**src/ex_pkg.sv**
```systemverilog
`default_nettype none

package ex_pkg;

    localparam int XLEN = 32;
    localparam int DIV_STEPS = 32;
    localparam int STEP_W = $clog2(DIV_STEPS + 1);

    // divider fsm encoding
    localparam logic [1:0] DIV_IDLE = 2'd0;
    localparam logic [1:0] DIV_RUN = 2'd1;
    localparam logic [1:0] DIV_FINISH = 2'd2;

    typedef enum logic [1:0] {
        CLS_ALU    = 2'd0,
        CLS_BRANCH = 2'd1,
        CLS_DIV    = 2'd2,
        CLS_NOP    = 2'd3
    } class_e;

    typedef enum logic [1:0] {
        SRC1_RF   = 2'd0,
        SRC1_PC   = 2'd1,
        SRC1_ZERO = 2'd2
    } src1_e;

    typedef enum logic [1:0] {
        SRC2_RF     = 2'd0,
        SRC2_IMM    = 2'd1,
        SRC2_CNT_LO = 2'd2,
        SRC2_CNT_HI = 2'd3
    } src2_e;

    typedef enum logic [3:0] {
        ALU_ADD    = 4'd0,
        ALU_SUB    = 4'd1,
        ALU_SLT    = 4'd2,
        ALU_SLTU   = 4'd3,
        ALU_AND    = 4'd4,
        ALU_OR     = 4'd5,
        ALU_XOR    = 4'd6,
        ALU_NOR    = 4'd7,
        ALU_SLL    = 4'd8,
        ALU_SRL    = 4'd9,
        ALU_SRA    = 4'd10,
        ALU_PASS_B = 4'd11
    } alu_op_e;

    typedef enum logic [3:0] {
        BR_EQ     = 4'd0,
        BR_NE     = 4'd1,
        BR_LT     = 4'd2,
        BR_GE     = 4'd3,
        BR_LTU    = 4'd4,
        BR_GEU    = 4'd5,
        BR_ALWAYS = 4'd6
    } br_cond_e;

    // same four bits, read by alu ops or by branch conditions
    typedef union packed {
        alu_op_e  alu;
        br_cond_e br;
    } func_u;

    // class is a keyword, hence op_class
    typedef struct packed {
        class_e op_class;
        src1_e  src1;
        src2_e  src2;
        func_u  func;
        logic   sign;
        logic   jirl;
    } uop_t;

endpackage

`default_nettype wire

```
**src/ex_bypass_if.sv**
```systemverilog
`timescale 1ns/100ps
`default_nettype none

interface ex_bypass_if;

    logic [1:0][4:0]  ex2_rd;
    logic [1:0][31:0] ex2_data;
    logic [1:0]       ex2_valid;
    logic [1:0][4:0]  wb_rd;
    logic [1:0][31:0] wb_data;
    logic [1:0]       wb_valid;

    modport producer (
        output ex2_rd, ex2_data, ex2_valid,
        output wb_rd, wb_data, wb_valid
    );

    modport consumer (
        input ex2_rd, ex2_data, ex2_valid,
        input wb_rd, wb_data, wb_valid
    );

endinterface

`default_nettype wire

```
**src/ex_bypass.sv**
```systemverilog
`timescale 1ns/100ps
`default_nettype none

module ex_bypass (
    input  logic [4:0]          rj_i,
    input  logic [4:0]          rk_i,
    input  logic [31:0]         rj_data_i,
    input  logic [31:0]         rk_data_i,
    ex_bypass_if.consumer       byp,
    output logic [31:0]         rj_data_o,
    output logic [31:0]         rk_data_o,
    output logic                stall_o
);

    logic rj_stall;
    logic rk_stall;

    // youngest slot first: ex2[1], ex2[0], wb[1], wb[0]
    function automatic void resolve(
        input  logic [4:0]  idx,
        input  logic [31:0] rf_data,
        output logic [31:0] data,
        output logic        stall
    );
        data = rf_data;
        stall = 1'b0;
        if (idx == 5'd0) begin
            data = rf_data;
        end else if (byp.ex2_rd[1] == idx) begin
            data = byp.ex2_data[1];
            stall = !byp.ex2_valid[1];
        end else if (byp.ex2_rd[0] == idx) begin
            data = byp.ex2_data[0];
            stall = !byp.ex2_valid[0];
        end else if (byp.wb_rd[1] == idx) begin
            data = byp.wb_data[1];
            stall = !byp.wb_valid[1];
        end else if (byp.wb_rd[0] == idx) begin
            data = byp.wb_data[0];
            stall = !byp.wb_valid[0];
        end
    endfunction

    always_comb begin
        resolve(rj_i, rj_data_i, rj_data_o, rj_stall);
    end

    always_comb begin
        resolve(rk_i, rk_data_i, rk_data_o, rk_stall);
    end

    assign stall_o = rj_stall | rk_stall;

endmodule

`default_nettype wire

```
**src/ex_alu.sv**
```systemverilog
`timescale 1ns/100ps
`default_nettype none

module ex_alu (
    input  ex_pkg::uop_t                uop_i,
    input  logic [ex_pkg::XLEN-1:0]     pc_i,
    input  logic [ex_pkg::XLEN-1:0]     imm_i,
    input  logic [ex_pkg::XLEN-1:0]     rj_i,
    input  logic [ex_pkg::XLEN-1:0]     rk_i,
    input  logic [63:0]                 cnt_i,
    output logic [ex_pkg::XLEN-1:0]     result_o
);

    logic [ex_pkg::XLEN-1:0] op_a;
    logic [ex_pkg::XLEN-1:0] op_b;
    logic [ex_pkg::XLEN-1:0] alu_y;
    logic [4:0]              shamt;

    always_comb begin
        case (uop_i.src1)
            ex_pkg::SRC1_RF: op_a = rj_i;
            ex_pkg::SRC1_PC: op_a = pc_i;
            default:         op_a = '0;
        endcase
    end

    // counter halves feed the rdcntv reads
    always_comb begin
        case (uop_i.src2)
            ex_pkg::SRC2_RF:     op_b = rk_i;
            ex_pkg::SRC2_IMM:    op_b = imm_i;
            ex_pkg::SRC2_CNT_LO: op_b = cnt_i[31:0];
            default:             op_b = cnt_i[63:32];
        endcase
    end

    assign shamt = op_b[4:0];

    always_comb begin
        case (uop_i.func.alu)
            ex_pkg::ALU_ADD:  alu_y = op_a + op_b;
            ex_pkg::ALU_SUB:  alu_y = op_a - op_b;
            ex_pkg::ALU_SLT:  alu_y = {{(ex_pkg::XLEN-1){1'b0}}, $signed(op_a) < $signed(op_b)};
            ex_pkg::ALU_SLTU: alu_y = {{(ex_pkg::XLEN-1){1'b0}}, op_a < op_b};
            ex_pkg::ALU_AND:  alu_y = op_a & op_b;
            ex_pkg::ALU_OR:   alu_y = op_a | op_b;
            ex_pkg::ALU_XOR:  alu_y = op_a ^ op_b;
            ex_pkg::ALU_NOR:  alu_y = ~(op_a | op_b);
            ex_pkg::ALU_SLL:  alu_y = op_a << shamt;
            ex_pkg::ALU_SRL:  alu_y = op_a >> shamt;
            ex_pkg::ALU_SRA:  alu_y = $signed(op_a) >>> shamt;
            default:          alu_y = op_b;
        endcase
    end

    // branches write the link value
    always_comb begin
        case (uop_i.op_class)
            ex_pkg::CLS_BRANCH: result_o = pc_i + 32'd4;
            ex_pkg::CLS_NOP:    result_o = '0;
            default:            result_o = alu_y;
        endcase
    end

endmodule

`default_nettype wire

```
**src/ex_branch.sv**
```systemverilog
`timescale 1ns/100ps
`default_nettype none

module ex_branch (
    input  ex_pkg::uop_t                uop_i,
    input  logic [ex_pkg::XLEN-1:0]     pc_i,
    input  logic [ex_pkg::XLEN-1:0]     imm_i,
    input  logic [ex_pkg::XLEN-1:0]     rj_i,
    input  logic [ex_pkg::XLEN-1:0]     rk_i,
    input  logic                        predict_taken_i,
    input  logic [ex_pkg::XLEN-1:0]     predict_pc_i,
    output logic                        flush_o,
    output logic                        dir_fail_o,
    output logic                        addr_fail_o,
    output logic                        taken_o,
    output logic [ex_pkg::XLEN-1:0]     target_o
);

    logic                    is_br;
    logic                    cond;
    logic [ex_pkg::XLEN-1:0] target;

    assign is_br = (uop_i.op_class == ex_pkg::CLS_BRANCH);

    always_comb begin
        case (uop_i.func.br)
            ex_pkg::BR_EQ:     cond = (rj_i == rk_i);
            ex_pkg::BR_NE:     cond = (rj_i != rk_i);
            ex_pkg::BR_LT:     cond = ($signed(rj_i) < $signed(rk_i));
            ex_pkg::BR_GE:     cond = ($signed(rj_i) >= $signed(rk_i));
            ex_pkg::BR_LTU:    cond = (rj_i < rk_i);
            ex_pkg::BR_GEU:    cond = (rj_i >= rk_i);
            ex_pkg::BR_ALWAYS: cond = 1'b1;
            default:           cond = 1'b0;
        endcase
    end

    // jirl jumps relative to rj
    assign target = (uop_i.jirl ? rj_i : pc_i) + imm_i;

    assign taken_o = is_br & cond;
    assign target_o = is_br ? target : '0;
    assign dir_fail_o = is_br & (taken_o != predict_taken_i);
    assign addr_fail_o = taken_o & predict_taken_i & (target != predict_pc_i);
    assign flush_o = dir_fail_o | addr_fail_o;

endmodule

`default_nettype wire

```
**src/ex_div_ctrl.sv**
```systemverilog
`timescale 1ns/100ps
`default_nettype none

module ex_div_ctrl (
    input  logic aclk,
    input  logic aresetn,
    input  logic req_i,
    input  logic flush_i,
    input  logic last_i,
    output logic start_o,
    output logic busy_o,
    output logic done_o,
    output logic stall_o
);

    logic [1:0] state_q;
    logic       start_q;

    // start leaves one cycle after acceptance, lane 0 is held by stall meanwhile
    always_ff @(posedge aclk) begin
        if (!aresetn) begin
            state_q <= ex_pkg::DIV_IDLE;
            start_q <= 1'b0;
        end else begin
            start_q <= 1'b0;
            case (state_q)
                ex_pkg::DIV_IDLE: begin
                    if (req_i && !flush_i) begin
                        state_q <= ex_pkg::DIV_RUN;
                        start_q <= 1'b1;
                    end
                end
                ex_pkg::DIV_RUN: begin
                    if (last_i) begin
                        state_q <= ex_pkg::DIV_FINISH;
                    end
                end
                default: state_q <= ex_pkg::DIV_IDLE;
            endcase
        end
    end

    assign start_o = start_q;
    assign busy_o = (state_q != ex_pkg::DIV_IDLE);
    assign done_o = (state_q == ex_pkg::DIV_FINISH);
    assign stall_o = busy_o | req_i;

endmodule

`default_nettype wire

```
**src/ex_div_datapath.sv**
```systemverilog
`timescale 1ns/100ps
`default_nettype none

module ex_div_datapath (
    input  logic                        aclk,
    input  logic                        aresetn,
    input  logic                        start_i,
    input  logic                        step_i,
    input  logic                        sign_i,
    input  logic [ex_pkg::XLEN-1:0]     dividend_i,
    input  logic [ex_pkg::XLEN-1:0]     divisor_i,
    output logic [ex_pkg::XLEN-1:0]     quotient_o,
    output logic [ex_pkg::XLEN-1:0]     remainder_o
);

    localparam int W = ex_pkg::XLEN;

    logic [W-1:0] dvs_q;
    logic [W-1:0] dvd_q;
    logic [W-1:0] rem_q;
    logic [W-1:0] quo_q;
    logic         q_neg_q;
    logic         r_neg_q;
    logic         zero_q;
    logic         dvd_neg;
    logic         dvs_neg;
    logic [W:0]   shifted;
    logic [W+1:0] diff;

    assign dvd_neg = sign_i & dividend_i[W-1];
    assign dvs_neg = sign_i & divisor_i[W-1];

    // one restoring step, top bit of diff is the borrow
    assign shifted = {rem_q, quo_q[W-1]};
    assign diff = {1'b0, shifted} - {2'b00, dvs_q};

    always_ff @(posedge aclk) begin
        if (!aresetn) begin
            q_neg_q <= 1'b0;
            r_neg_q <= 1'b0;
            zero_q <= 1'b0;
        end else if (start_i) begin
            q_neg_q <= dvd_neg ^ dvs_neg;
            r_neg_q <= dvd_neg;
            zero_q <= (divisor_i == '0);
        end
    end

    always_ff @(posedge aclk) begin
        if (start_i) begin
            dvd_q <= dividend_i;
            dvs_q <= dvs_neg ? -divisor_i : divisor_i;
            quo_q <= dvd_neg ? -dividend_i : dividend_i;
            rem_q <= '0;
        end else if (step_i) begin
            rem_q <= diff[W+1] ? shifted[W-1:0] : diff[W-1:0];
            quo_q <= {quo_q[W-2:0], ~diff[W+1]};
        end
    end

    assign quotient_o = zero_q ? '1 : (q_neg_q ? -quo_q : quo_q);
    assign remainder_o = zero_q ? dvd_q : (r_neg_q ? -rem_q : rem_q);

endmodule

`default_nettype wire

```
**src/ex_timer.sv**
```systemverilog
`timescale 1ns/100ps
`default_nettype none

module ex_timer (
    input  logic        aclk,
    input  logic        aresetn,
    input  logic        start_i,
    output logic [63:0] counter_o,
    output logic        step_o,
    output logic        last_o
);

    logic [63:0]               stable_q;
    logic [ex_pkg::STEP_W-1:0] steps_q;

    always_ff @(posedge aclk) begin
        if (!aresetn) begin
            stable_q <= '0;
        end else begin
            stable_q <= stable_q + 64'd1;
        end
    end

    // steps left in the current divide
    always_ff @(posedge aclk) begin
        if (!aresetn) begin
            steps_q <= '0;
        end else if (start_i) begin
            steps_q <= ex_pkg::STEP_W'(ex_pkg::DIV_STEPS);
        end else if (step_o) begin
            steps_q <= steps_q - ex_pkg::STEP_W'(1);
        end
    end

    assign counter_o = stable_q;
    assign step_o = (steps_q != '0);
    assign last_o = (steps_q == ex_pkg::STEP_W'(1));

endmodule

`default_nettype wire

```
**src/ex1_stage.sv**
```systemverilog
`timescale 1ns/100ps
`default_nettype none

module ex1_stage (
    input  logic         aclk,
    input  logic         aresetn,
    input  logic [31:0]  pc0_i,
    input  logic [31:0]  pc1_i,
    input  ex_pkg::uop_t uop0_i,
    input  ex_pkg::uop_t uop1_i,
    input  logic [31:0]  imm0_i,
    input  logic [31:0]  imm1_i,
    input  logic [4:0]   rj0_i,
    input  logic [4:0]   rk0_i,
    input  logic [4:0]   rj1_i,
    input  logic [4:0]   rk1_i,
    input  logic [31:0]  rj0_data_i,
    input  logic [31:0]  rk0_data_i,
    input  logic [31:0]  rj1_data_i,
    input  logic [31:0]  rk1_data_i,
    input  logic [4:0]   ex2_rd0_i,
    input  logic [4:0]   ex2_rd1_i,
    input  logic [31:0]  ex2_data0_i,
    input  logic [31:0]  ex2_data1_i,
    input  logic         ex2_valid0_i,
    input  logic         ex2_valid1_i,
    input  logic [4:0]   wb_rd0_i,
    input  logic [4:0]   wb_rd1_i,
    input  logic [31:0]  wb_data0_i,
    input  logic [31:0]  wb_data1_i,
    input  logic         wb_valid0_i,
    input  logic         wb_valid1_i,
    input  logic         predict_taken_i,
    input  logic [31:0]  predict_pc_i,
    output logic [31:0]  result0_o,
    output logic [31:0]  result1_o,
    output logic         forward_stall_o,
    output logic         flush_o,
    output logic         dir_fail_o,
    output logic         addr_fail_o,
    output logic         taken_o,
    output logic [31:0]  target_o,
    output logic [31:0]  quotient_o,
    output logic [31:0]  remainder_o,
    output logic         div_stall_o,
    output logic         div_done_o,
    output logic [63:0]  counter_o
);

    logic [31:0] rj0_fwd;
    logic [31:0] rk0_fwd;
    logic [31:0] rj1_fwd;
    logic [31:0] rk1_fwd;
    logic        stall0;
    logic        stall1;
    logic        div_req;
    logic        div_start;
    logic        div_step;
    logic        div_last;

    ex_bypass_if byp_if ();

    assign byp_if.ex2_rd[0] = ex2_rd0_i;
    assign byp_if.ex2_rd[1] = ex2_rd1_i;
    assign byp_if.ex2_data[0] = ex2_data0_i;
    assign byp_if.ex2_data[1] = ex2_data1_i;
    assign byp_if.ex2_valid = {ex2_valid1_i, ex2_valid0_i};
    assign byp_if.wb_rd[0] = wb_rd0_i;
    assign byp_if.wb_rd[1] = wb_rd1_i;
    assign byp_if.wb_data[0] = wb_data0_i;
    assign byp_if.wb_data[1] = wb_data1_i;
    assign byp_if.wb_valid = {wb_valid1_i, wb_valid0_i};

    assign forward_stall_o = stall0 | stall1;
    // divider only takes lane 0 once its operands are resolved
    assign div_req = (uop0_i.op_class == ex_pkg::CLS_DIV) & ~stall0;

    ex_bypass u_byp0 (
        .rj_i(rj0_i), .rk_i(rk0_i), .rj_data_i(rj0_data_i), .rk_data_i(rk0_data_i),
        .byp(byp_if), .rj_data_o(rj0_fwd), .rk_data_o(rk0_fwd), .stall_o(stall0)
    );

    ex_bypass u_byp1 (
        .rj_i(rj1_i), .rk_i(rk1_i), .rj_data_i(rj1_data_i), .rk_data_i(rk1_data_i),
        .byp(byp_if), .rj_data_o(rj1_fwd), .rk_data_o(rk1_fwd), .stall_o(stall1)
    );

    ex_alu u_alu0 (
        .uop_i(uop0_i), .pc_i(pc0_i), .imm_i(imm0_i), .rj_i(rj0_fwd), .rk_i(rk0_fwd),
        .cnt_i(counter_o), .result_o(result0_o)
    );

    ex_alu u_alu1 (
        .uop_i(uop1_i), .pc_i(pc1_i), .imm_i(imm1_i), .rj_i(rj1_fwd), .rk_i(rk1_fwd),
        .cnt_i(counter_o), .result_o(result1_o)
    );

    ex_branch u_branch (
        .uop_i(uop0_i), .pc_i(pc0_i), .imm_i(imm0_i), .rj_i(rj0_fwd), .rk_i(rk0_fwd),
        .predict_taken_i(predict_taken_i), .predict_pc_i(predict_pc_i),
        .flush_o(flush_o), .dir_fail_o(dir_fail_o), .addr_fail_o(addr_fail_o),
        .taken_o(taken_o), .target_o(target_o)
    );

    ex_timer u_timer (
        .aclk(aclk), .aresetn(aresetn), .start_i(div_start),
        .counter_o(counter_o), .step_o(div_step), .last_o(div_last)
    );

    ex_div_ctrl u_div_ctrl (
        .aclk(aclk), .aresetn(aresetn), .req_i(div_req), .flush_i(flush_o),
        .last_i(div_last), .start_o(div_start), .busy_o(), .done_o(div_done_o),
        .stall_o(div_stall_o)
    );

    ex_div_datapath u_div_dp (
        .aclk(aclk), .aresetn(aresetn), .start_i(div_start), .step_i(div_step),
        .sign_i(uop0_i.sign), .dividend_i(rj0_fwd), .divisor_i(rk0_fwd),
        .quotient_o(quotient_o), .remainder_o(remainder_o)
    );

endmodule

`default_nettype wire

```
**config.mk**
```make
export PLATFORM = sky130hd
export DESIGN_NAME = ex1_stage
export DESIGN_NICKNAME = d
export VERILOG_FILES = /design/src/ex_pkg.sv /design/src/ex_bypass_if.sv /design/src/ex_bypass.sv /design/src/ex_alu.sv /design/src/ex_branch.sv /design/src/ex_div_ctrl.sv /design/src/ex_div_datapath.sv /design/src/ex_timer.sv /design/src/ex1_stage.sv
export SDC_FILE = /design/constraint.sdc
export NUM_CORES = 2
export LEC_CHECK = 0
export BUFFER_PORTS_ARGS = -buffer_cell sky130_fd_sc_hd__buf_4
export CAP_MARGIN = 20
export CORE_ASPECT_RATIO = 1.4
export CORE_MARGIN = 5
export CORE_UTILIZATION = 46
export DETAILED_ROUTE_END_ITERATION = 10
export PLACE_DENSITY = 0.65
export SYNTH_ARGS = -nofsm -noshare
export SYNTH_HDL_FRONTEND = slang
export SYNTH_SLANG_ARGS = --single-unit
```
**constraint.sdc**
```tcl
create_clock -name aclk -period 17.09 [get_ports aclk]
set_input_delay 0.8545 -clock aclk [delete_from_list [all_inputs] [get_ports aclk]]
set_output_delay 0.8545 -clock aclk [all_outputs]
set_load 0.02 [all_outputs]
```
==> results of run 1 <==
## stage by stage
stage | instance area, um2 | util | std cells | hold WS (ns)
global placement | 55500 | 0.525 | 8840 | 0.473
floorplan | 49000 | - | 7116 | 0.455
CTS | 56300 | 0.532 | 8883 | 0.491
detailed placement | 55500 | 0.525 | 8841 | 0.481
## kinds of logic after synthesis
group	synth area share
AO/OA/AOI/OAI	0.353
AND/OR/NAND/NOR	0.228
buffers and inverters	0.0750
XOR/XNOR	0.0776
multiplexers	0.0844
adder cells (fa/ha/maj)	0.0788
flip-flops	0.103
## synthesized netlist by cell type (37+ instances only)
| library cell | number |
|---|---|
| nor2_1 | 678 |
| nand2_1 | 627 |
| a21oi_1 | 593 |
| o21ai_0 | 506 |
| clkbuf_1 | 333 |
| inv_1 | 312 |
| ha_1 | 299 |
| nor3_1 | 263 |
| xnor2_1 | 257 |
| mux2i_1 | 240 |
| nand3_1 | 236 |
| xor2_1 | 145 |
| a211oi_1 | 143 |
| buf_2 | 136 |
| a21o_1 | 123 |
| and2_1 | 115 |
| o211ai_1 | 110 |
| dfxtp_1 | 108 |
| a31oi_1 | 103 |
| a311oi_1 | 100 |
| o22ai_1 | 97 |
| edfxtp_1 | 96 |
| o31ai_1 | 85 |
| and3_1 | 81 |
| mux2_2 | 69 |
| or3_1 | 66 |
| a221oi_1 | 59 |
| buf_1 | 59 |
| nor4_1 | 55 |
| nand2b_1 | 50 |
| nand4_1 | 50 |
| o221ai_1 | 44 |
| o21a_1 | 43 |
| o21bai_1 | 42 |
| mux4_2 | 40 |
| a221o_1 | 39 |
| a211o_1 | 38 |
| a22oi_1 | 37 |
| o21ai_1 | 37 |
## metal layers
metal / GRT usage / overflow
met5: 0.205 / 0
met4: 0.714 / 145
met3: 0.536 / 3
met2: 0.899 / 199
met1: 0.705 / 2
==> out/results.ini, run 1 <==
[floorplan]
start_util=0.464
die_h_um=396
rows=141
dieWidth_um=286
io_pins=718

[logic_synthesis]
synth_cell_types=128
synth_area_leader_cell=ha_1
synth-seq-cells=204
avgSynthCellArea_um2=6.89
syn-cell-area_mm2=0.0490
yosysSeqAreaShare=0.103
synth_edf_count=96
synth_top_area_share=0.0764
synth_ff_type=dfxtp_1
synthCells=7116
yosys-top-cells-area=ha_1, a21oi_1, edfxtp_1, nor2_1, o21ai_0
yosys_warnings=0
syn_nets=7908
synthArstFlopShare=0

[global_routing]
grt_max_degree=90
grt_pass1_wl_um=594000
grt_overflow=349
grt_use_total=0.712
grt_pass1_vias=71000

[outcome]
stop_stage=5_1_grt
status=did not finish
error_message=[ERROR GRT-0116] Global routing finished with congestion. Check the congestion regions in the DRC Viewer.

[clock_network]
htree_levels=1
clockBufferDepth=3
root_buffer=clkbuf_16
cts_buffers=23
hold_buffers=0
cts_num_sinks=204
postCtsSetupBuffers=0
postCtsResizedCells=0

[placed_design]
gp_congestion=1.27
post-place-ws_ns=7.59
hpwl_um=301000
port_buffers=715

==> inputs of run 2 (changes only) <==
--- a/config.mk
+++ b/config.mk
@@ -7,11 +7,10 @@
 export LEC_CHECK = 0
 export BUFFER_PORTS_ARGS = -buffer_cell sky130_fd_sc_hd__buf_4
 export CAP_MARGIN = 20
-export CORE_ASPECT_RATIO = 1.4
 export CORE_MARGIN = 5
-export CORE_UTILIZATION = 46
+export CORE_UTILIZATION = 31
 export DETAILED_ROUTE_END_ITERATION = 10
-export PLACE_DENSITY = 0.65
+export PLACE_DENSITY_LB_ADDON = 0.15
 export SYNTH_ARGS = -nofsm -noshare
 export SYNTH_HDL_FRONTEND = slang
 export SYNTH_SLANG_ARGS = --single-unit
==> run 2 against run 1 <==
The flow now finishes, with violations (DRC); area after synthesis unchanged; synthesized cell count unchanged.
==> out/results.ini, run 2 <==
[timing]
final-max-slew-violation-count=0
maxSlewHeadroom=0.0982
rsz0062_at_grt=false
setup_tns_ns=0
tightestPinTransition_ns=1.34
hold_ws_ns=0.486
fin_crit_sh=0.610
finalSetupViolCount=0
post-route-min-period_ns=10.42
finClkSkew_ns=0.0493
fmax_ghz=0.0960
finalHoldViolations=0
setup_slack_ns=6.67

[logic_synthesis]
synthArstFlopShare=0
synth_most_common_cell=nor2_1
synth_edf_count=96
yosys_warnings=0
yosys-top-cells-area=ha_1, a21oi_1, edfxtp_1, nor2_1, o21ai_0
synthCells=7116
synth_ff_type=dfxtp_1
yosysSeqAreaShare=0.103
synth_area_leader_cell=ha_1
synth-seq-cells=204
syn-cell-area_mm2=0.0490
synth_cell_types=128
avgSynthCellArea_um2=6.89
yosys-top-cells-count=nor2_1, nand2_1, a21oi_1
synth_top_area_share=0.0764
syn_nets=7908

[routing]
ant_nets=0
route.detailed.drc=1
vias_per_cell=6.84
drt-total-wl_um=397000
drtIter0Drc=10400
wl_per_cell_um=41.2
dr.pass1.iters=10
num_vias=66000

[min_path]
hp-class=reg -> reg

[floorplan]
die_h_um=408
rows=145
dieArea_mm2=0.166
io_pins=718
start_util=0.313
coreArea_mm2=0.157
dieWidth_um=408

[cells_and_area]
drive_gt1_frac=0.169
final_common_cell=buf_4
nets=8329
final_cell_mix=buf_4, nor2_1, nand2_1, a21oi_1, o21ai_0
area_growth_pct=17.6
multi_input_area_mm2=0.0405
fillers=17200
largest_reg_flops=64
seqCellArea_mm2=0.00505

[outcome]
violations=DRC
status=complete, but fails checks

[critical_path]
worst-r2r-cell-count=15
worstPathRequired_ns=16.24
cp-endpoint=result0_o[0]
crit_cells=25
worstSetupPathType=in -> out
r2r_slack_ns=12.94
cp.arrival_ns=9.57
endpoint_kind=output port
crit_buf_inv=6
cpPeakStageDelay_ns=1.02
reg2reg_to=u_div_dp.rem_q[30]$_SDFFE_PP0P_
crit_family=compound AO/OA/AOI/OAI gates
setup.worst_path.start=rk0_i[3]
r2r_start=u_div_dp.quo_q[31]$_DFFE_PP_
worstSetupStartpointType=input port
critical_path.max_fanout=41
cp_slowest_cell=a2111oi_0
critPathMostFrequentCell=buf_4

[clock_network]
root_buffer=clkbuf_16
hold_buffers=0
cts_num_sinks=204
htree_levels=1
clockBufferDepth=3
cts_tree=built
cts_buffers=26
insertion_delay_ns=0.63
postCtsResizedCells=0
clkTransAtPathRegs_ns=0.06
postCtsSetupBuffers=0

[power]
p_leak_nw=23.4
ir_drop_uv=87.7
p_per_area_mw_per_mm2=88.6

[placed_design]
gp_congestion=1.11
hpwl_um=319000
post-place-ws_ns=7.42
port_buffers=715

[flow_run]
cap_violations=0

[global_routing]
grt_overflow=0
grt_use_total=0.449
grt_pass1_wl_um=529000
grt_max_degree=79
antenna_found_initial=71
grt_pass1_vias=61400

## run 2: cell counts after synthesis
Identical to the previous run, type by type.
## run 2: per-layer routing
metal  GRT usage  vias to the layer above  wire length (um)  part of all wire
li1            -                    27500                 -                 -
met2       0.661                     4896            163000              0.41
met5           0                        -               113           0.00028
met1       0.538                    32400            148000              0.37
met3       0.165                     1241             51000              0.13
met4       0.318                       18             35500             0.089
## run 2: how the worst min path moves through the flow
| stage | from | end | slack [ns] | depth (start not counted) |
|---|---|---|---|---|
| floorplan | u_div_ctrl.state_q[0]$_SDFFE_PN0P_ | u_div_ctrl.state_q[1]$_SDFFE_PN0P_ | 0.45 | 2 |
| global placement | u_div_ctrl.state_q[0]$_SDFFE_PN0P_ | u_div_ctrl.state_q[1]$_SDFFE_PN0P_ | 0.47 | 2 |
| detailed placement | u_div_ctrl.state_q[0]$_SDFFE_PN0P_ | u_div_ctrl.state_q[1]$_SDFFE_PN0P_ | 0.48 | 2 |
| CTS | u_div_ctrl.state_q[0]$_SDFFE_PN0P_ | u_div_ctrl.state_q[1]$_SDFFE_PN0P_ | 0.49 | 2 |
| global route | u_div_ctrl.state_q[0]$_SDFFE_PN0P_ | u_div_ctrl.state_q[1]$_SDFFE_PN0P_ | 0.53 | 2 |
| finish | u_div_ctrl.state_q[0]$_SDFFE_PN0P_ | u_div_ctrl.state_q[1]$_SDFFE_PN0P_ | 0.49 | 2 |
## run 2: kinds of logic after synthesis
group,share of synthesized area
adders and majority gates,0.0788
buffers and inverters,0.0750
xor gates and xnor gates,0.0776
AOI/OAI and AO/OA,0.353
muxes,0.0844
DFF,0.103
and+or+nand+nor,0.228
## run 2: per-stage QoR
stage	util	total power [mW]	std cells	area (um2)
finish	0.368	5.11	9655	57600
global route	0.367	5.32	9618	57500
CTS	0.367	5.00	9612	57500
detailed placement	0.361	4.37	9564	56600
global placement	0.361	4.36	9563	56600
floorplan	-	2.89	7116	49000
## run 2: area by class of cell
class,count,area share
clock buffers,35,0.0126
inverters,323,0.0210
multi-input cells,6020,0.703
clock inverters,13,0.00360
repair buffers,962,0.126
flip-flops and latches,204,0.0876
diodes,40,0.00174
well taps,2058,0.0447
## run 2: where the power goes
part           internal (mW)  switching (mW)
clock                  0.372           0.239
combinational           1.23            2.45
sequential             0.658           0.153
## run 2: worst register-to-register path, stage by stage, from the launching register on
cell and delay, ns:
edfxtp_1 0.42, inv_1 0.20, ha_1 0.22, fa_1 0.20, nor2b_1 0.07, o31a_1 0.29
o311ai_0 0.52, a31oi_1 0.26, a221o_1 0.45, a211oi_1 0.37, o31ai_1 0.19, a41o_1 0.27
a21oi_1 0.18, xor2_1 0.09, o211a_1 0.21, nor3_1 0.15
Note: power is estimated with default switching activity, not from simulation.
